### config.mk
export PLATFORM = sky130hd
export DESIGN_NAME = am_lock_top
export DESIGN_NICKNAME = d
export VERILOG_FILES = /design/src/design/am_lock_pkg.sv /design/src/design/am_lock_top.sv /design/src/design/am_wb_regs.sv /design/src/design/am_marker_strip.sv /design/src/design/am_lock_fsm.sv /design/src/design/am_compare.sv
export VERILOG_INCLUDE_DIRS = /design/src /design/src/include
export SDC_FILE = /design/constraint.sdc
export NUM_CORES = 1
export LEC_CHECK = 0
export BUFFER_PORTS_ARGS = -buffer_cell sky130_fd_sc_hd__buf_2
export CELL_PAD_IN_SITES_DETAIL_PLACEMENT = 1
export CELL_PAD_IN_SITES_GLOBAL_PLACEMENT = 2
export CORE_MARGIN = 1
export CORE_UTILIZATION = 35
export CTS_CLUSTER_DIAMETER = 120
export DETAILED_ROUTE_END_ITERATION = 12
export PLACE_DENSITY = 0.85
export SLEW_MARGIN = 10
export SYNTH_ARGS = -nofsm -noshare
export SYNTH_HDL_FRONTEND = slang
export SYNTH_SLANG_ARGS = --single-unit
### constraint.sdc
create_clock -name i_clock -period 4.85 [get_ports i_clock]
set_clock_uncertainty 0.1 [all_clocks]
set_input_delay 0.97 -clock i_clock [delete_from_list [all_inputs] [get_ports i_clock]]
set_output_delay 0.97 -clock i_clock [all_outputs]
set_load 0.02 [all_outputs]
### src/include/am_lock_cfg.svh
`ifndef AM_LOCK_CFG_SVH
`define AM_LOCK_CFG_SVH

// lane count and marker period, small for simulation
`define AM_N_LANES 4
`define AM_SPACING 16

// threshold and counter width
`define AM_THR_W 4
`define AM_LOCK_THR_RST 3
`define AM_UNLOCK_THR_RST 2

// 66b sync headers
`define AM_SYNC_CTRL 2'b10
`define AM_SYNC_DATA 2'b01

// marker payloads as M0 M1 M2 BIP3 M4 M5 M6 BIP7, BIP bytes held at zero
`define AM_PATTERN_0 64'hC168_2100_3E97_DE00
`define AM_PATTERN_1 64'h9D71_8E00_628E_7100
`define AM_PATTERN_2 64'h594B_E800_A6B4_1700
`define AM_PATTERN_3 64'h4D95_7B00_B26A_8400

// wishbone word addresses
`define AM_WB_ADR_W 2
`define AM_REG_LOCK_THR 2'd0
`define AM_REG_UNLOCK_THR 2'd1
`define AM_REG_STATUS 2'd2

`endif
### src/design/am_lock_pkg.sv
`default_nettype none

`include "am_lock_cfg.svh"

package am_lock_pkg;

	typedef logic [1:0] sync_t;
	typedef logic [63:0] payload_t;
	typedef logic [`AM_N_LANES-1:0] lane_mask_t;
	typedef logic [1:0] lane_idx_t;
	typedef logic [`AM_THR_W-1:0] thr_t;
	typedef logic [4:0] spacing_cnt_t;	// must hold AM_SPACING
	typedef logic [31:0] wb_data_t;

	typedef struct packed {
		sync_t sync;
		payload_t payload;
	} block_t;

	typedef struct packed {
		logic valid;
		block_t blk;
	} blk_stream_s;

	// stage 1 output
	typedef struct packed {
		blk_stream_s strm;
		logic is_am;
		lane_mask_t match;	// one bit per pattern
	} am_result_s;

	typedef enum logic [1:0] {
		INIT,
		WAIT_1ST,
		WAIT_2ND,
		LOCKED
	} lock_state_e;

	// travels with the block out of stage 2
	typedef struct packed {
		logic lock;
		logic am_pos;	// confirmed marker at expected position
		lane_mask_t mask;
	} lock_ctl_s;

endpackage

`default_nettype wire

### src/design/am_lock_top.sv
`default_nettype none

`include "am_lock_cfg.svh"

module am_lock_top
(
	input wire logic i_clock,
	input wire logic i_arst_n,
	input wire logic i_block_lock,
	input wire am_lock_pkg::blk_stream_s i_block,
	input wire logic i_wb_cyc,
	input wire logic i_wb_stb,
	input wire logic i_wb_we,
	input wire logic [`AM_WB_ADR_W-1:0] i_wb_adr,
	input wire am_lock_pkg::wb_data_t i_wb_dat,
	output am_lock_pkg::wb_data_t o_wb_dat,
	output logic o_wb_ack,
	output am_lock_pkg::blk_stream_s o_block,
	output logic o_am_flag,
	output logic o_lock,
	output am_lock_pkg::lane_idx_t o_lane_idx,
	output logic o_lane_valid
);

	wire am_lock_pkg::am_result_s result;
	wire am_lock_pkg::blk_stream_s fsm_block;
	wire am_lock_pkg::lock_ctl_s fsm_ctl;
	wire am_lock_pkg::thr_t lock_thr;
	wire am_lock_pkg::thr_t unlock_thr;

	am_compare u_am_compare (
		.i_clock (i_clock),
		.i_arst_n (i_arst_n),
		.i_block (i_block),
		.o_result (result)
	);

	am_lock_fsm u_am_lock_fsm (
		.i_clock (i_clock),
		.i_arst_n (i_arst_n),
		.i_block_lock (i_block_lock),
		.i_result (result),
		.i_lock_thr (lock_thr),
		.i_unlock_thr (unlock_thr),
		.o_block (fsm_block),
		.o_ctl (fsm_ctl)
	);

	am_marker_strip u_am_marker_strip (
		.i_clock (i_clock),
		.i_arst_n (i_arst_n),
		.i_block (fsm_block),
		.i_ctl (fsm_ctl),
		.o_block (o_block),
		.o_am_flag (o_am_flag),
		.o_lock (o_lock),
		.o_lane_idx (o_lane_idx),
		.o_lane_valid (o_lane_valid)
	);

	// status comes back from the output stage
	am_wb_regs u_am_wb_regs (
		.i_clock (i_clock),
		.i_arst_n (i_arst_n),
		.i_wb_cyc (i_wb_cyc),
		.i_wb_stb (i_wb_stb),
		.i_wb_we (i_wb_we),
		.i_wb_adr (i_wb_adr),
		.i_wb_dat (i_wb_dat),
		.o_wb_dat (o_wb_dat),
		.o_wb_ack (o_wb_ack),
		.i_lock (o_lock),
		.i_lane_valid (o_lane_valid),
		.i_lane_idx (o_lane_idx),
		.o_lock_thr (lock_thr),
		.o_unlock_thr (unlock_thr)
	);

endmodule

`default_nettype wire

### src/design/am_wb_regs.sv
`default_nettype none

`include "am_lock_cfg.svh"

module am_wb_regs
(
	input wire logic i_clock,
	input wire logic i_arst_n,
	input wire logic i_wb_cyc,
	input wire logic i_wb_stb,
	input wire logic i_wb_we,
	input wire logic [`AM_WB_ADR_W-1:0] i_wb_adr,
	input wire am_lock_pkg::wb_data_t i_wb_dat,
	output am_lock_pkg::wb_data_t o_wb_dat,
	output logic o_wb_ack,
	input wire logic i_lock,
	input wire logic i_lane_valid,
	input wire am_lock_pkg::lane_idx_t i_lane_idx,
	output am_lock_pkg::thr_t o_lock_thr,
	output am_lock_pkg::thr_t o_unlock_thr
);

	logic req;
	logic ack_q;
	am_lock_pkg::thr_t lock_thr_q;
	am_lock_pkg::thr_t unlock_thr_q;
	am_lock_pkg::wb_data_t rd_mux;
	am_lock_pkg::wb_data_t rd_q;

	// new request only while no ack is out
	assign req = i_wb_cyc && i_wb_stb && !ack_q;

	always_comb
	begin
		rd_mux = '0;	// unknown addresses read zero
		case (i_wb_adr)
			`AM_REG_LOCK_THR: rd_mux = am_lock_pkg::wb_data_t'(lock_thr_q);
			`AM_REG_UNLOCK_THR: rd_mux = am_lock_pkg::wb_data_t'(unlock_thr_q);
			`AM_REG_STATUS:
			begin
				rd_mux[0] = i_lock;
				rd_mux[1] = i_lane_valid;
				rd_mux[3:2] = i_lane_idx;
			end
			default: rd_mux = '0;
		endcase
	end

	always_ff @(posedge i_clock or negedge i_arst_n)
	begin
		if (!i_arst_n)
		begin
			ack_q <= 1'b0;
			lock_thr_q <= am_lock_pkg::thr_t'(`AM_LOCK_THR_RST);
			unlock_thr_q <= am_lock_pkg::thr_t'(`AM_UNLOCK_THR_RST);
		end
		else
		begin
			ack_q <= req;
			if (req && i_wb_we)
			begin
				// status is read only
				case (i_wb_adr)
					`AM_REG_LOCK_THR: lock_thr_q <= i_wb_dat[`AM_THR_W-1:0];
					`AM_REG_UNLOCK_THR: unlock_thr_q <= i_wb_dat[`AM_THR_W-1:0];
					default: ;
				endcase
			end
		end
	end

	// read data lines up with ack
	always_ff @(posedge i_clock)
	begin
		rd_q <= (req && !i_wb_we) ? rd_mux : '0;
	end

	assign o_wb_ack = ack_q;
	assign o_wb_dat = rd_q;
	assign o_lock_thr = lock_thr_q;
	assign o_unlock_thr = unlock_thr_q;

endmodule

`default_nettype wire

### src/design/am_marker_strip.sv
`default_nettype none

`include "am_lock_cfg.svh"

module am_marker_strip
(
	input wire logic i_clock,
	input wire logic i_arst_n,
	input wire am_lock_pkg::blk_stream_s i_block,
	input wire am_lock_pkg::lock_ctl_s i_ctl,
	output am_lock_pkg::blk_stream_s o_block,
	output logic o_am_flag,
	output logic o_lock,
	output am_lock_pkg::lane_idx_t o_lane_idx,
	output logic o_lane_valid
);

	function automatic am_lock_pkg::lane_idx_t mask_to_idx(input am_lock_pkg::lane_mask_t mask);
		am_lock_pkg::lane_idx_t idx;
		idx = '0;
		for (int i = 0; i < `AM_N_LANES; i++)
		begin
			if (mask[i])
				idx = am_lock_pkg::lane_idx_t'(i);
		end
		return idx;
	endfunction

	logic valid_q;
	am_lock_pkg::block_t blk_q;

	always_ff @(posedge i_clock or negedge i_arst_n)
	begin
		if (!i_arst_n)
		begin
			valid_q <= 1'b0;
			o_am_flag <= 1'b0;
			o_lock <= 1'b0;
			o_lane_idx <= '0;
			o_lane_valid <= 1'b0;
		end
		else
		begin
			valid_q <= i_block.valid;
			o_am_flag <= i_block.valid && i_ctl.am_pos && i_ctl.lock;	// marker to delete
			o_lock <= i_ctl.lock;
			o_lane_valid <= i_ctl.lock;
			if (i_ctl.lock)
				o_lane_idx <= mask_to_idx(i_ctl.mask);	// held while locked
		end
	end

	always_ff @(posedge i_clock)
	begin
		blk_q <= i_block.blk;
	end

	assign o_block.valid = valid_q;
	assign o_block.blk = blk_q;

endmodule

`default_nettype wire

### src/design/am_lock_fsm.sv
`default_nettype none

`include "am_lock_cfg.svh"

module am_lock_fsm
(
	input wire logic i_clock,
	input wire logic i_arst_n,
	input wire logic i_block_lock,
	input wire am_lock_pkg::am_result_s i_result,
	input wire am_lock_pkg::thr_t i_lock_thr,
	input wire am_lock_pkg::thr_t i_unlock_thr,
	output am_lock_pkg::blk_stream_s o_block,
	output am_lock_pkg::lock_ctl_s o_ctl
);

	am_lock_pkg::lock_state_e state_q;
	am_lock_pkg::lock_state_e state_d;
	am_lock_pkg::lane_mask_t mask_q;
	am_lock_pkg::lane_mask_t mask_d;
	am_lock_pkg::spacing_cnt_t timer_q;
	am_lock_pkg::spacing_cnt_t timer_d;
	am_lock_pkg::thr_t good_q;
	am_lock_pkg::thr_t good_d;
	am_lock_pkg::thr_t bad_q;
	am_lock_pkg::thr_t bad_d;
	am_lock_pkg::thr_t good_inc;
	am_lock_pkg::thr_t bad_inc;
	am_lock_pkg::lock_ctl_s ctl_q;
	am_lock_pkg::lock_ctl_s ctl_d;

	logic timer_done;
	logic lane_hit;
	logic am_pos;
	logic blk_valid_q;
	am_lock_pkg::block_t blk_q;

	assign timer_done = (timer_q == am_lock_pkg::spacing_cnt_t'(`AM_SPACING));
	assign lane_hit = |(i_result.match & mask_q);	// marker from the captured lane only

	// saturating increments
	assign good_inc = (good_q == '1) ? good_q : good_q + 1'b1;
	assign bad_inc = (bad_q == '1) ? bad_q : bad_q + 1'b1;

	always_comb
	begin
		state_d = state_q;
		mask_d = mask_q;
		good_d = good_q;
		bad_d = bad_q;
		timer_d = timer_done ? am_lock_pkg::spacing_cnt_t'(1) : timer_q + 1'b1;
		am_pos = 1'b0;

		case (state_q)
			am_lock_pkg::INIT:
			begin
				mask_d = '1;
				state_d = am_lock_pkg::WAIT_1ST;
			end

			am_lock_pkg::WAIT_1ST:
			begin
				if (i_result.is_am)
				begin
					mask_d = i_result.match;
					timer_d = am_lock_pkg::spacing_cnt_t'(1);	// marker is position 0
					good_d = '0;
					bad_d = '0;
					state_d = am_lock_pkg::WAIT_2ND;
				end
			end

			am_lock_pkg::WAIT_2ND:
			begin
				if (timer_done && lane_hit)
				begin
					am_pos = 1'b1;
					good_d = good_inc;
					if (good_inc >= i_lock_thr)
					begin
						bad_d = '0;
						state_d = am_lock_pkg::LOCKED;
					end
				end
				else if (timer_done)
				begin
					mask_d = '1;	// search all lanes again
					state_d = am_lock_pkg::WAIT_1ST;
				end
			end

			am_lock_pkg::LOCKED:
			begin
				if (timer_done && lane_hit)
				begin
					am_pos = 1'b1;
					bad_d = '0;
				end
				else if (timer_done)
				begin
					bad_d = bad_inc;
					if (bad_inc >= i_unlock_thr)
					begin
						mask_d = '1;
						state_d = am_lock_pkg::WAIT_1ST;
					end
				end
			end

			default:
			begin
				state_d = am_lock_pkg::INIT;
			end
		endcase
	end

	// lock decision rides with the block that made it
	always_comb
	begin
		ctl_d.lock = (state_d == am_lock_pkg::LOCKED);
		ctl_d.am_pos = am_pos;
		ctl_d.mask = mask_d;
	end

	always_ff @(posedge i_clock or negedge i_arst_n)
	begin
		if (!i_arst_n)
		begin
			state_q <= am_lock_pkg::INIT;
			mask_q <= '1;
			timer_q <= '0;
			good_q <= '0;
			bad_q <= '0;
			ctl_q <= '0;
		end
		else if (!i_block_lock)
		begin
			state_q <= am_lock_pkg::INIT;
			mask_q <= '1;
			good_q <= '0;
			bad_q <= '0;
			ctl_q <= '0;
		end
		else if (i_result.strm.valid)
		begin
			state_q <= state_d;
			mask_q <= mask_d;
			timer_q <= timer_d;
			good_q <= good_d;
			bad_q <= bad_d;
			ctl_q <= ctl_d;
		end
		else
		begin
			ctl_q.am_pos <= 1'b0;	// bubbles carry no marker
		end
	end

	always_ff @(posedge i_clock or negedge i_arst_n)
	begin
		if (!i_arst_n)
			blk_valid_q <= 1'b0;
		else
			blk_valid_q <= i_result.strm.valid;
	end

	always_ff @(posedge i_clock)
	begin
		blk_q <= i_result.strm.blk;
	end

	assign o_block.valid = blk_valid_q;
	assign o_block.blk = blk_q;
	assign o_ctl = ctl_q;

	// lock only comes from a confirmed marker in WAIT_2ND
	a_lock_from_confirm: assert property (
		@(posedge i_clock) disable iff (!i_arst_n)
		$rose(ctl_q.lock) |-> ($past(state_q) == am_lock_pkg::WAIT_2ND) && ctl_q.am_pos
	);

	// one lane captured once the first marker is seen
	a_mask_onehot: assert property (
		@(posedge i_clock) disable iff (!i_arst_n)
		(state_q inside {am_lock_pkg::WAIT_2ND, am_lock_pkg::LOCKED}) |-> $onehot(mask_q)
	);

endmodule

`default_nettype wire

### src/design/am_compare.sv
`default_nettype none

`include "am_lock_cfg.svh"

module am_compare
(
	input wire logic i_clock,
	input wire logic i_arst_n,
	input wire am_lock_pkg::blk_stream_s i_block,
	output am_lock_pkg::am_result_s o_result
);

	localparam am_lock_pkg::payload_t PATTERNS [`AM_N_LANES] = '{
		`AM_PATTERN_0,
		`AM_PATTERN_1,
		`AM_PATTERN_2,
		`AM_PATTERN_3
	};

	am_lock_pkg::lane_mask_t match_d;
	logic is_ctrl;

	logic valid_q;
	logic is_am_q;
	am_lock_pkg::lane_mask_t match_q;
	am_lock_pkg::block_t blk_q;

	// markers only ever come with a control header
	assign is_ctrl = (i_block.blk.sync == `AM_SYNC_CTRL);

	for (genvar g = 0; g < `AM_N_LANES; g++)
	begin : g_match
		assign match_d[g] = i_block.valid && is_ctrl
			&& (i_block.blk.payload == PATTERNS[g]);
	end

	always_ff @(posedge i_clock or negedge i_arst_n)
	begin
		if (!i_arst_n)
		begin
			valid_q <= 1'b0;
			is_am_q <= 1'b0;
			match_q <= '0;
		end
		else
		begin
			valid_q <= i_block.valid;
			is_am_q <= |match_d;
			match_q <= match_d;
		end
	end

	// payload path
	always_ff @(posedge i_clock)
	begin
		blk_q <= i_block.blk;
	end

	assign o_result.strm.valid = valid_q;
	assign o_result.strm.blk = blk_q;
	assign o_result.is_am = is_am_q;
	assign o_result.match = match_q;

	// the pattern table has no two equal entries
	a_match_onehot0: assert property (
		@(posedge i_clock) disable iff (!i_arst_n)
		$onehot0(match_q)
	);

endmodule

`default_nettype wire

==> results of run 1 <==
-- synth_stat cells (all sizes together), types with 2 or more instances --
cell / number
dfxtp: 202
dfrtp: 38
nor2: 38
nand2: 34
buf: 30
a21oi: 23
ha: 16
inv: 16
nand3: 16
o21ai: 14
nor4: 9
nand2b: 8
nor3: 8
clkbuf: 7
dfstp: 7
mux2: 7
nand4: 7
and3: 6
mux2i: 6
nor2b: 6
nand4b: 5
nor4b: 5
nor4bb: 5
a31oi: 4
and4b: 4
xor2: 4
a211oi: 3
o211ai: 3
a2111oi: 2
a22oi: 2
and2: 2
o21a: 2
o31ai: 2
-- registers in the layout, summed over array words and instances (netlist names) --
register	flops
u_am_wb_regs.o_lock_thr	4
u_am_compare.o_result	66
u_am_lock_fsm.good_q	4
u_am_wb_regs.o_wb_ack	1
u_am_lock_fsm.o_block	66
u_am_marker_strip.o_lock	1
u_am_compare.match_q	4
u_am_lock_fsm.state_q	2
u_am_compare.valid_q	1
u_am_marker_strip.o_lane_idx	2
u_am_lock_fsm.bad_q	4
u_am_marker_strip.valid_q	1
u_am_marker_strip.o_am_flag	1
u_am_lock_fsm.timer_q	5
u_am_lock_fsm.o_ctl	5
u_am_marker_strip.o_block	66
u_am_lock_fsm.blk_valid_q	1
u_am_compare.is_am_q	1
u_am_wb_regs.o_unlock_thr	4
u_am_wb_regs.o_wb_dat	4
u_am_lock_fsm.mask_q	4
-- worst paths after layout --
path	endpoint	slack, ns	from
min in group asynchronous	u_am_marker_strip.o_am_flag	0.55	i_arst_n
max reg2reg	u_am_lock_fsm.o_ctl[5]	1.68	u_am_lock_fsm.bad_q[0]
min	u_am_marker_strip.o_block[44]	0.22	u_am_lock_fsm.o_block[44]
max	u_am_lock_fsm.o_ctl[5]	1.68	u_am_lock_fsm.bad_q[0]
max in group asynchronous	u_am_lock_fsm.o_ctl[3]	3.45	i_arst_n
min reg2reg	u_am_marker_strip.o_block[44]	0.22	u_am_lock_fsm.o_block[44]
-- through the flow --
| step | instance area (sq um) | setup WS [ns] |
|---|---|---|
| 3_3_place_gp | 8120 | 1.75 |
| 6_report | 8980 | 1.68 |
| 4_1_cts | 8980 | 1.65 |
| 2_1_floorplan | 7260 | 2.06 |
| 5_1_grt | 8980 | 1.47 |
| 3_5_place_dp | 8120 | 1.66 |
-- routing by layer --
metal,vias up,GRT usage (%),routed length (um)
met5,-,0,0
met4,0,3.99,188
met3,20,5.16,1240
met2,136,26.3,7860
met1,2229,16.5,6220
li1,2195,-,-
-- cell families after synthesis --
logic type / after synthesis
AOI/OAI and AO/OA: 62
DFF: 247
muxes: 13
other: 1
adders and majority gates: 16
xor gates and xnor gates: 5
and+or+nand+nor: 159
buffers and inverters: 54
-- final cells by class --
cell class	instances	area (sq um)
fill	2151	10800
sequential	247	5180
multi-input combinational	283	1770
timing repair buffer	155	776
clock buffer	33	759
tap	265	332
clock inverter	15	105
inverter	17	63.8
-- power by group through the flow --
stage | Sequential, mW | Combinational, mW | Clock [mW]
3_3_place_gp | 2.26 | 0.272 | 0
6_report | 2.23 | 0.285 | 1.91
4_1_cts | 2.23 | 0.289 | 1.98
5_1_grt | 2.24 | 0.314 | 2.07
3_5_place_dp | 2.27 | 0.286 | 0
2_1_floorplan | 2.29 | 0.146 | 0
-- worst max-delay path, cell delays in order (launching register included) --
cell	delay (ns)
dfrtp_1	0.45
ha_1	0.25
and3_1	0.26
mux2_2	0.38
ha_1	0.29
a2111oi_1	0.53
nor3_1	0.17
o311a_2	0.44
o41ai_2	0.19
==> impl_metrics.sql, run 1 <==
INSERT INTO impl_metrics (metric_group, metric, value, unit) VALUES
('yosys', 'synthFlopType', 'dfxtp_1', ''),
('power', 'power.density', '493', 'mW/mm^2'),
('yosys', 'post-synth-top-area-cell', 'dfxtp_1', ''),
('floorplanning', 'fp-row-count', '51', ''),
('sta', 'timing.slew.headroom', '29.9', '%'),
('setup_path', 'critical_path_rt', '5.17', 'ns'),
('placed_design', 'place.gp.congestion', '0.804', ''),
('final_layout', 'layout_commonest_cell', 'dfxtp_1', ''),
('final_layout', 'most-common-layout-cells', '202 x dfxtp_1, 155 x buf_2, 38 x nor2_1, 38 x dfrtp_1, 32 x nand2_1', ''),
('hold_path', 'min_path_type', 'reg2reg', ''),
('detailed_routing', 'route.detailed.wl_per_inst', '15.3', 'um'),
('power', 'p_clk_share', '43.3', '%'),
('cts', 'cts_hold_fix_bufs', '0', ''),
('sta', 'tightestPinTransition', '1.05', 'ns'),
('cts', 'cts_repair_resize_count', '0', ''),
('floorplanning', 'io-pin-count', '212', ''),
('power', 'power.switching', '1.03', 'mW'),
('placed_design', 'dp_cells', '967', ''),
('yosys', 'yosysSeqAreaShare', '72.3', '%'),
('sta', 'maxClockFrequency', '0.315', 'GHz'),
('cts', 'ctsLongestPathBuffers', '3', ''),
('power', 'ir_worst_vdd', '0.000358', 'V'),
('yosys', 'syn-instance-count', '557', ''),
('yosys', 'share_of_cell_area_taken_by_muxes_after_synthesis', '1.94', '%'),
('sta', 'period_minus_slack', '3.17', 'ns'),
('power', 'power_leakage', '4.13', 'nW'),
('power', 'intPower', '3.39', 'mW'),
('detailed_routing', 'drt.antenna.violating_nets', '0', ''),
('cts', 'clk_pin_slew', '0.06', 'ns'),
('yosys', 'yosys-top-cells-area', 'dfxtp_1 56%, dfrtp_1 13%, buf_4 3.1%', ''),
('cts', 'cts.root.buffer_cell', 'clkbuf_16', ''),
('grt', 'grt_antenna_before_repair', '0', ''),
('yosys', 'post_synth_top_area_share', '56.5', '%'),
('yosys', 'synth-adder-area-share', '2.80', '%'),
('cts', 'post_cts.repair.setup_buffers', '0', ''),
('grt', 'grt_pass1_vias', '4967', ''),
('flow_run', 'drv_cap', '0', ''),
('power', 'total_power', '4.42', 'mW'),
('detailed_routing', 'num_vias', '4580', ''),
('grt', 'maximum_number_of_pins_on_one_net_before_global_route_repair', '46', ''),
('sta', 'finalHoldViolations', '0', ''),
('yosys', 'netlist_area', '0.00716', 'sq mm'),
('power', 'power.share.switching', '23.3', '%'),
('final_layout', 'layout_cell_share_with_drive_strength_beyond_1', '30.0', '%'),
('final_layout', 'final_cell_count_no_fill', '1015', ''),
('yosys', 'synthDistinctLibCells', '53', ''),
('power', 'power.share.sequential', '50.3', '%'),
('yosys', 'area_share_of_and_or_nand_nor_cells_after_synthesis', '12.2', '%'),
('grt', 'first_pass_grt_wire_length', '25.4', 'mm'),
('final_layout', 'area.growth.synth_to_final', '25.5', '%'),
('sta', 'finalSetupTns', '0', 'ns'),
('yosys', 'synth-async-reset-ratio', '18.2', '%'),
('final_layout', 'antenna-diode-count', '0', ''),
('setup_path', 'end_kind', 'flip-flop', ''),
('grt', 'groute.usage.overall', '14.8', '%'),
('setup_path', 'worstRegToRegCells', '8', ''),
('setup_path', 'setup.worst_path.class', 'reg2reg', ''),
('status', 'status', 'finished clean', ''),
('detailed_routing', 'number_of_remaining_drc_errors', '0', ''),
('placed_design', 'detailed_place_hpwl', '11.6', 'mm'),
('cts', 'ctsHtreeMaxLevel', '1', ''),
('final_layout', 'postLayoutCoreUtil', '45.4', '%'),
('hold_path', 'timing.hold.worst_path_depth', '0', ''),
('floorplanning', 'placeableCoreArea', '0.0198', 'sq mm'),
('sta', 'hold_ws', '0.218', 'ns'),
('cts', 'tritoncts_num_sinks', '247', ''),
('setup_path', 'setup.worst_path.start_class', 'flip-flop', ''),
('yosys', 'synth_compound_gate_area_share', '5.65', '%'),
('power', 'p_comb_share', '6.4', '%'),
('cts', 'cts_tree', 'built', ''),
('detailed_routing', 'firstDrtPassIters', '4', '');
Power figures use the tool's default switching activity.
==> inputs of run 2 (changes only) <==
--- a/config.mk
+++ b/config.mk
@@ -10,10 +10,10 @@
 export CELL_PAD_IN_SITES_DETAIL_PLACEMENT = 1
 export CELL_PAD_IN_SITES_GLOBAL_PLACEMENT = 2
 export CORE_MARGIN = 1
-export CORE_UTILIZATION = 35
+export CORE_UTILIZATION = 29
 export CTS_CLUSTER_DIAMETER = 120
 export DETAILED_ROUTE_END_ITERATION = 12
-export PLACE_DENSITY = 0.85
+export PLACE_DENSITY = 0.75
 export SLEW_MARGIN = 10
 export SYNTH_ARGS = -nofsm -noshare
 export SYNTH_HDL_FRONTEND = slang
==> constraint.sdc (replaced) <==
create_clock -name i_clock -period 2.8 [get_ports i_clock]
set_clock_uncertainty 0.1 [all_clocks]
set_input_delay 0.56 -clock i_clock [delete_from_list [all_inputs] [get_ports i_clock]]
set_output_delay 0.56 -clock i_clock [all_outputs]
set_load 0.02 [all_outputs]
==> run 2 against run 1 <==
  * Combinational power up 80%
  * Flip-flop and latch count is the same
  * Clock-buffer cell count increased by 1
==> impl_metrics.sql, run 2 (synthesis results as in run 1) <==
INSERT INTO impl_metrics (metric_group, metric, value, unit) VALUES
('floorplanning', 'fp-row-count', '57', ''),
('setup_path', 'setup.worst_path.class', 'reg2reg', ''),
('power', 'power.density', '819', 'mW/mm^2'),
('grt', 'grt_antenna_before_repair', '1', ''),
('cts', 'tritoncts_num_sinks', '247', ''),
('detailed_routing', 'drt.antenna.violating_nets', '0', ''),
('final_layout', 'layout.nets', '870', ''),
('power', 'power.switching', '1.73', 'mW'),
('placed_design', 'port_buffers', '155', ''),
('final_layout', 'layout_cell_share_with_drive_strength_beyond_1', '30.9', '%'),
('grt', 'first_pass_grt_wire_length', '25.6', 'mm'),
('power', 'power.share.switching', '23.2', '%'),
('detailed_routing', 'viasPerCell', '4.13', ''),
('floorplanning', 'die_height', '159', 'um'),
('hold_path', 'hold_path_startpoint', 'i_block[25]', ''),
('detailed_routing', 'drt_wl_total', '15.6', 'mm'),
('sta', 'finalHoldViolations', '0', ''),
('detailed_routing', 'firstDrtPassIters', '4', ''),
('cts', 'ctsLongestPathBuffers', '3', ''),
('floorplanning', 'initial_core_util', '29.5', '%'),
('power', 'ir_worst_vdd', '0.000431', 'V'),
('placed_design', 'place.gp.congestion', '0.756', ''),
('sta', 'rsz0062_at_grt', 'no', ''),
('placed_design', 'dp_cells', '1041', ''),
('hold_path', 'hold_end', 'u_am_compare.o_result[30]', ''),
('hold_path', 'min_path_type', 'in2reg', ''),
('sta', 'slew_viol_final', '0', ''),
('grt', 'grt_overflow', '0', ''),
('power', 'power_leakage', '4.17', 'nW'),
('detailed_routing', 'number_of_remaining_drc_errors', '0', ''),
('cts', 'ctsHtreeMaxLevel', '1', ''),
('setup_path', 'r2r_setup_slack', '0.11', 'ns'),
('power', 'power.share.sequential', '51.4', '%'),
('flow_run', 'drv_cap', '0', ''),
('grt', 'grt_pass1_vias', '4780', ''),
('sta', 'period_minus_slack', '2.69', 'ns'),
('sta', 'maxClockFrequency', '0.372', 'GHz'),
('final_layout', 'antenna-diode-count', '0', ''),
('power', 'total_power', '7.49', 'mW'),
('sta', 'finalCritPeriodShare', '96.1', '%'),
('setup_path', 'arrival', '3.01', 'ns'),
('cts', 'insertion_delay', '0.53', 'ns'),
('power', 'p_clk_share', '41.8', '%'),
('detailed_routing', 'route.detailed.wl_per_inst', '14.3', 'um'),
('grt', 'groute.usage.overall', '12.5', '%'),
('final_layout', 'final_cell_count_no_fill', '1085', ''),
('placed_design', 'detailed_place_hpwl', '11.6', 'mm'),
('final_layout', 'layout_commonest_cell', 'dfxtp_1', ''),
('floorplanning', 'die_w', '159', 'um'),
('setup_path', 'timing.rr.end', 'u_am_lock_fsm.o_ctl[5]', ''),
('cts', 'clk_pin_slew', '0.06', 'ns'),
('detailed_routing', 'detail_route.iter0.violations', '116', ''),
('cts', 'cts.root.buffer_cell', 'clkbuf_16', ''),
('hold_path', 'timing.hold.worst_path_depth', '1', ''),
('power', 'p_comb_share', '6.9', '%'),
('final_layout', 'area.growth.synth_to_final', '27.8', '%'),
('sta', 'finalSetupViolations', '0', ''),
('setup_path', 'setup.worst_path.start_class', 'flip-flop', ''),
('floorplanning', 'die_area', '0.0253', 'sq mm'),
('setup_path', 'worst-path-max-fanout', '4', ''),
('cts', 'cts_inserted_buffers', '27', ''),
('power', 'intPower', '5.76', 'mW'),
('setup_path', 'worstRegToRegCells', '9', ''),
('status', 'status', 'finished clean', ''),
('setup_path', 'critical_path_rt', '3.12', 'ns'),
('setup_path', 'end_kind', 'flip-flop', ''),
('grt', 'maximum_number_of_pins_on_one_net_before_global_route_repair', '28', ''),
('floorplanning', 'io-pin-count', '212', ''),
('detailed_routing', 'num_vias', '4480', ''),
('setup_path', 'r2r-start', 'u_am_lock_fsm.good_q[1]', ''),
('cts', 'cts_tree', 'built', ''),
('final_layout', 'most-common-layout-cells', '202 x dfxtp_1, 155 x buf_2, 38 x nor2_1, 38 x dfrtp_1, 32 x nand2_1', ''),
('floorplanning', 'placeableCoreArea', '0.0242', 'sq mm');
run 2: cell types whose count changed in the layout (fill, tap and decap cells not counted), moves of 3 or more:
cell and change:
buf_4 +15, clkbuf_1 +5, clkbuf_8 -3, clkinv_2 -3
run 2: worst max path at each step:
stage / cells past startpoint / from / endpoint / slack (ns)
after global routing: 8 / u_am_lock_fsm.bad_q[0] / u_am_lock_fsm.o_ctl[5] / 0.001
after CTS: 8 / u_am_lock_fsm.bad_q[1] / u_am_lock_fsm.o_ctl[5] / 0.004
after detailed placement: 10 / u_am_lock_fsm.bad_q[0] / u_am_lock_fsm.o_ctl[5] / -0.17
after global placement: 10 / u_am_lock_fsm.bad_q[0] / u_am_lock_fsm.o_ctl[5] / -0.08
final: 9 / u_am_lock_fsm.good_q[1] / u_am_lock_fsm.o_ctl[5] / 0.11
after floorplan: 8 / u_am_lock_fsm.bad_q[0] / u_am_lock_fsm.o_ctl[5] / 0.008
run 2: worst max-delay path: stages, from the launching register on:
cell and delay [ns]:
dfrtp_1 0.40, ha_1 0.24, nand3_2 0.13, mux2_2 0.35
ha_1 0.27, a2111oi_1 0.07, buf_4 0.15, or4b_1 0.51
o311a_4 0.15, o41ai_2 0.20
run 2: area by class of cell:
cell class                      instances  area, sq um
Clock buffer                           34          712
Clock inverter                          9         71.3
Fill cell                            2692        15100
Inverter                               17         63.8
Multi-Input combinational cell        283         1820
Sequential cell                       247         5180
Tap cell                              324          405
Timing Repair Buffer                  171          898
run 2: per-stage QoR:
step / cell area [sq um] / setup TNS (ns) / utilization, % / hold WS, ns / setup WS (ns)
5_1_grt: 9150 / 0 / 37.7 / 0.0201 / 0.00116
4_1_cts: 9120 / 0 / 37.6 / 0.0161 / 0.00377
6_report: 9150 / 0 / 37.7 / 0.0471 / 0.109
3_5_place_dp: 8300 / -0.275 / 34.2 / 0.213 / -0.169
2_1_floorplan: 7260 / 0 / - / 0.164 / 0.00766
3_3_place_gp: 8300 / -0.135 / 34.2 / 0.210 / -0.0826
run 2: metal layers:
layer | up-vias | global-route usage, % | share of wire [%]
li1 | 2219 | - | -
met1 | 2113 | 14.8 | 42
met5 | - | 0 | 0.11
met3 | 28 | 4.09 | 7.1
met2 | 118 | 21.6 | 49
met4 | 2 | 3.63 | 2.0
run 2: repair_timing:
action / in CTS / in global routing
setup buffers: 1 / 0
endpoints found under the hold margin: 38 / 0
pin swaps: 1 / 2
gates resized for setup: 4 / 3
hold buffers: 1 / 0
setup endpoints to repair: 2 / 7
gates cloned: 0 / 0
run 2: power groups by stage:
stage	logic [mW]	registers [mW]	clock network, mW
floorplan	0.253	3.96	0
global placement	0.496	3.91	0
detailed placement	0.507	3.92	0
CTS	0.523	3.85	3.25
global route	0.566	3.87	3.41
finish	0.514	3.85	3.13
==> inputs of run 3 (changes only) <==
--- a/config.mk
+++ b/config.mk
@@ -9,6 +9,7 @@
 export BUFFER_PORTS_ARGS = -buffer_cell sky130_fd_sc_hd__buf_2
 export CELL_PAD_IN_SITES_DETAIL_PLACEMENT = 1
 export CELL_PAD_IN_SITES_GLOBAL_PLACEMENT = 2
+export CORE_ASPECT_RATIO = 1.5
 export CORE_MARGIN = 1
 export CORE_UTILIZATION = 29
 export CTS_CLUSTER_DIAMETER = 120
==> run 3 against run 2 <==
  * Highest routed layer is now met4
  * Core utilization shrank 0.16 points
  * Routed wire length up 3.3%
  * Critical path type unchanged
  * Critical endpoint unchanged
  * Cell count is 0.18% higher
==> impl_metrics.sql, run 3 (synthesis results as in run 1) <==
INSERT INTO impl_metrics (metric_group, metric, value, unit) VALUES
('final_layout', 'layout.nets', '868', ''),
('flow_run', 'drv_cap', '0', ''),
('grt', 'grt_pass1_vias', '4792', ''),
('setup_path', 'setup.worst_path.start_class', 'flip-flop', ''),
('sta', 'finalSetupViolations', '0', ''),
('grt', 'grt_overflow', '0', ''),
('detailed_routing', 'detail_route.iter0.violations', '148', ''),
('final_layout', 'layout_commonest_cell', 'dfxtp_1', ''),
('sta', 'finalHoldViolations', '0', ''),
('detailed_routing', 'route.detailed.wl_per_inst', '14.8', 'um'),
('setup_path', 'critical_path_rt', '3.11', 'ns'),
('cts', 'clk_pin_slew', '0.07', 'ns'),
('sta', 'worst_slack', '0.117', 'ns'),
('setup_path', 'r2r_setup_slack', '0.12', 'ns'),
('final_layout', 'design_area', '0.00914', 'sq mm'),
('cts', 'cts.root.buffer_cell', 'clkbuf_16', ''),
('cts', 'ctsHtreeMaxLevel', '1', ''),
('setup_path', 'timing.rr.end', 'u_am_lock_fsm.o_ctl[5]', ''),
('floorplanning', 'die_w', '130', 'um'),
('sta', 'finalCritPeriodShare', '95.8', '%'),
('final_layout', 'most-common-layout-cells', '202 x dfxtp_1, 155 x buf_2, 38 x nor2_1, 38 x dfrtp_1, 32 x nand2_1', ''),
('placed_design', 'place.gp.congestion', '0.742', ''),
('cts', 'tritoncts_num_sinks', '247', ''),
('hold_path', 'timing.hold.worst_path_depth', '1', ''),
('detailed_routing', 'number_of_remaining_drc_errors', '0', ''),
('final_layout', 'num-fill-cells', '2744', ''),
('detailed_routing', 'drt_wl_total', '16.1', 'mm'),
('sta', 'finalSetupTns', '0', 'ns'),
('final_layout', 'layout_cell_share_with_drive_strength_beyond_1', '31.5', '%'),
('hold_path', 'hold_end', 'u_am_compare.o_result[30]', ''),
('detailed_routing', 'firstDrtPassIters', '4', ''),
('final_layout', 'area.growth.synth_to_final', '27.7', '%'),
('grt', 'grt_antenna_before_repair', '1', ''),
('floorplanning', 'fp-row-count', '70', ''),
('sta', 'maxClockFrequency', '0.373', 'GHz'),
('sta', 'period_minus_slack', '2.68', 'ns'),
('hold_path', 'hold_path_startpoint', 'i_block[25]', ''),
('floorplanning', 'initial_core_util', '29.4', '%'),
('grt', 'first_pass_grt_wire_length', '25.3', 'mm'),
('setup_path', 'worst-path-max-fanout', '3', ''),
('floorplanning', 'die_area', '0.0253', 'sq mm'),
('placed_design', 'port_buffers', '155', ''),
('detailed_routing', 'num_vias', '4602', ''),
('placed_design', 'placed_cell_area', '0.00831', 'sq mm'),
('cts', 'insertion_delay', '0.51', 'ns'),
('sta', 'slew_viol_final', '0', ''),
('hold_path', 'min_path_type', 'in2reg', ''),
('power', 'power.density', '814', 'mW/mm^2'),
('final_layout', 'seq_area', '0.00518', 'sq mm'),
('setup_path', 'setup.worst_path.class', 'reg2reg', ''),
('floorplanning', 'die_height', '194', 'um'),
('sta', 'hold_ws', '0.0549', 'ns'),
('floorplanning', 'placeableCoreArea', '0.0243', 'sq mm'),
('power', 'ir_worst_vdd', '0.000521', 'V'),
('setup_path', 'r2r-start', 'u_am_lock_fsm.bad_q[1]', ''),
('grt', 'maximum_number_of_pins_on_one_net_before_global_route_repair', '22', ''),
('setup_path', 'worstRegToRegCells', '9', ''),
('final_layout', 'postLayoutCoreUtil', '37.6', '%'),
('placed_design', 'detailed_place_hpwl', '11.9', 'mm'),
('sta', 'rsz0062_at_grt', 'no', ''),
('cts', 'ctsLongestPathBuffers', '3', ''),
('setup_path', 'arrival', '3.00', 'ns'),
('floorplanning', 'io-pin-count', '212', ''),
('final_layout', 'multi_input_area', '0.00182', 'sq mm'),
('detailed_routing', 'viasPerCell', '4.23', ''),
('power', 'power_leakage', '4.16', 'nW'),
('setup_path', 'end_kind', 'flip-flop', ''),
('sta', 'timing.slew.headroom', '65.3', '%'),
('sta', 'tightestPinTransition', '0.521', 'ns'),
('cts', 'cts_inserted_buffers', '23', ''),
('placed_design', 'place_worst_setup_slack', '-0.0834', 'ns'),
('cts', 'cts_tree', 'built', ''),
('grt', 'groute.usage.overall', '13.0', '%'),
('status', 'status', 'finished clean', ''),
('detailed_routing', 'drt.antenna.violating_nets', '0', '');
run 3: power breakdown:
part | internal, mW | switching [mW] | leakage (nW)
registers | 3.75 | 0.0916 | 2.28
clock network | 1.75 | 1.33 | 0.381
logic | 0.209 | 0.316 | 1.51
total | 5.71 | 1.73 | 4.16
run 3: timing repair:
action	in CTS	in global routing
hold buffers	1	0
setup buffers	1	0
resized for setup	4	3
hold endpoints to repair	18	0
setup endpoints to repair	8	5
pin swaps	2	0
run 3: area by class of cell:
class	count	area share (%)
diodes	1	0.0274
clock buffers	32	7.55
clock inverters	10	0.780
inverters	17	0.698
multi-input cells	283	19.9
flip-flops and latches	247	56.6
well taps	324	4.43
repair buffers	173	9.99
run 3: per-layer routing:
layer	global-route usage (%)	part of all wire [%]
met5	0	0
met4	5.12	2.9
met3	3.25	6.2
met2	25.6	57
met1	12.2	34
run 3: per-stage QoR:
step / total power [mW] / cells
3_3_place_gp: 4.41 / 1042
3_5_place_dp: 4.43 / 1042
2_1_floorplan: 4.22 / 584
6_report: 7.44 / 1087
5_1_grt: 7.79 / 1087
4_1_cts: 7.55 / 1086
run 3: critical path, stage by stage (launching register included):
cell and delay [ns]:
dfrtp_1 0.35, ha_2 0.18, and3_4 0.20, mux2_2 0.38, ha_4 0.26, a2111oi_4 0.33, buf_4 0.16, nor3_1 0.06
o311a_2 0.37, o41ai_2 0.20
run 3: worst max-delay path by stage:
stage                                 startpoint                       end  depth (start not counted)
after floorplan           u_am_lock_fsm.bad_q[0]    u_am_lock_fsm.o_ctl[5]                          8
after global placement    u_am_lock_fsm.bad_q[0]    u_am_lock_fsm.o_ctl[5]                         10
after detailed placement  u_am_lock_fsm.bad_q[0]    u_am_lock_fsm.o_ctl[5]                         10
after CTS                 u_am_lock_fsm.bad_q[1]    u_am_lock_fsm.o_ctl[5]                          9
after global routing      u_am_lock_fsm.bad_q[0]  u_am_lock_fsm.state_q[1]                          9
final                     u_am_lock_fsm.bad_q[1]    u_am_lock_fsm.o_ctl[5]                          9
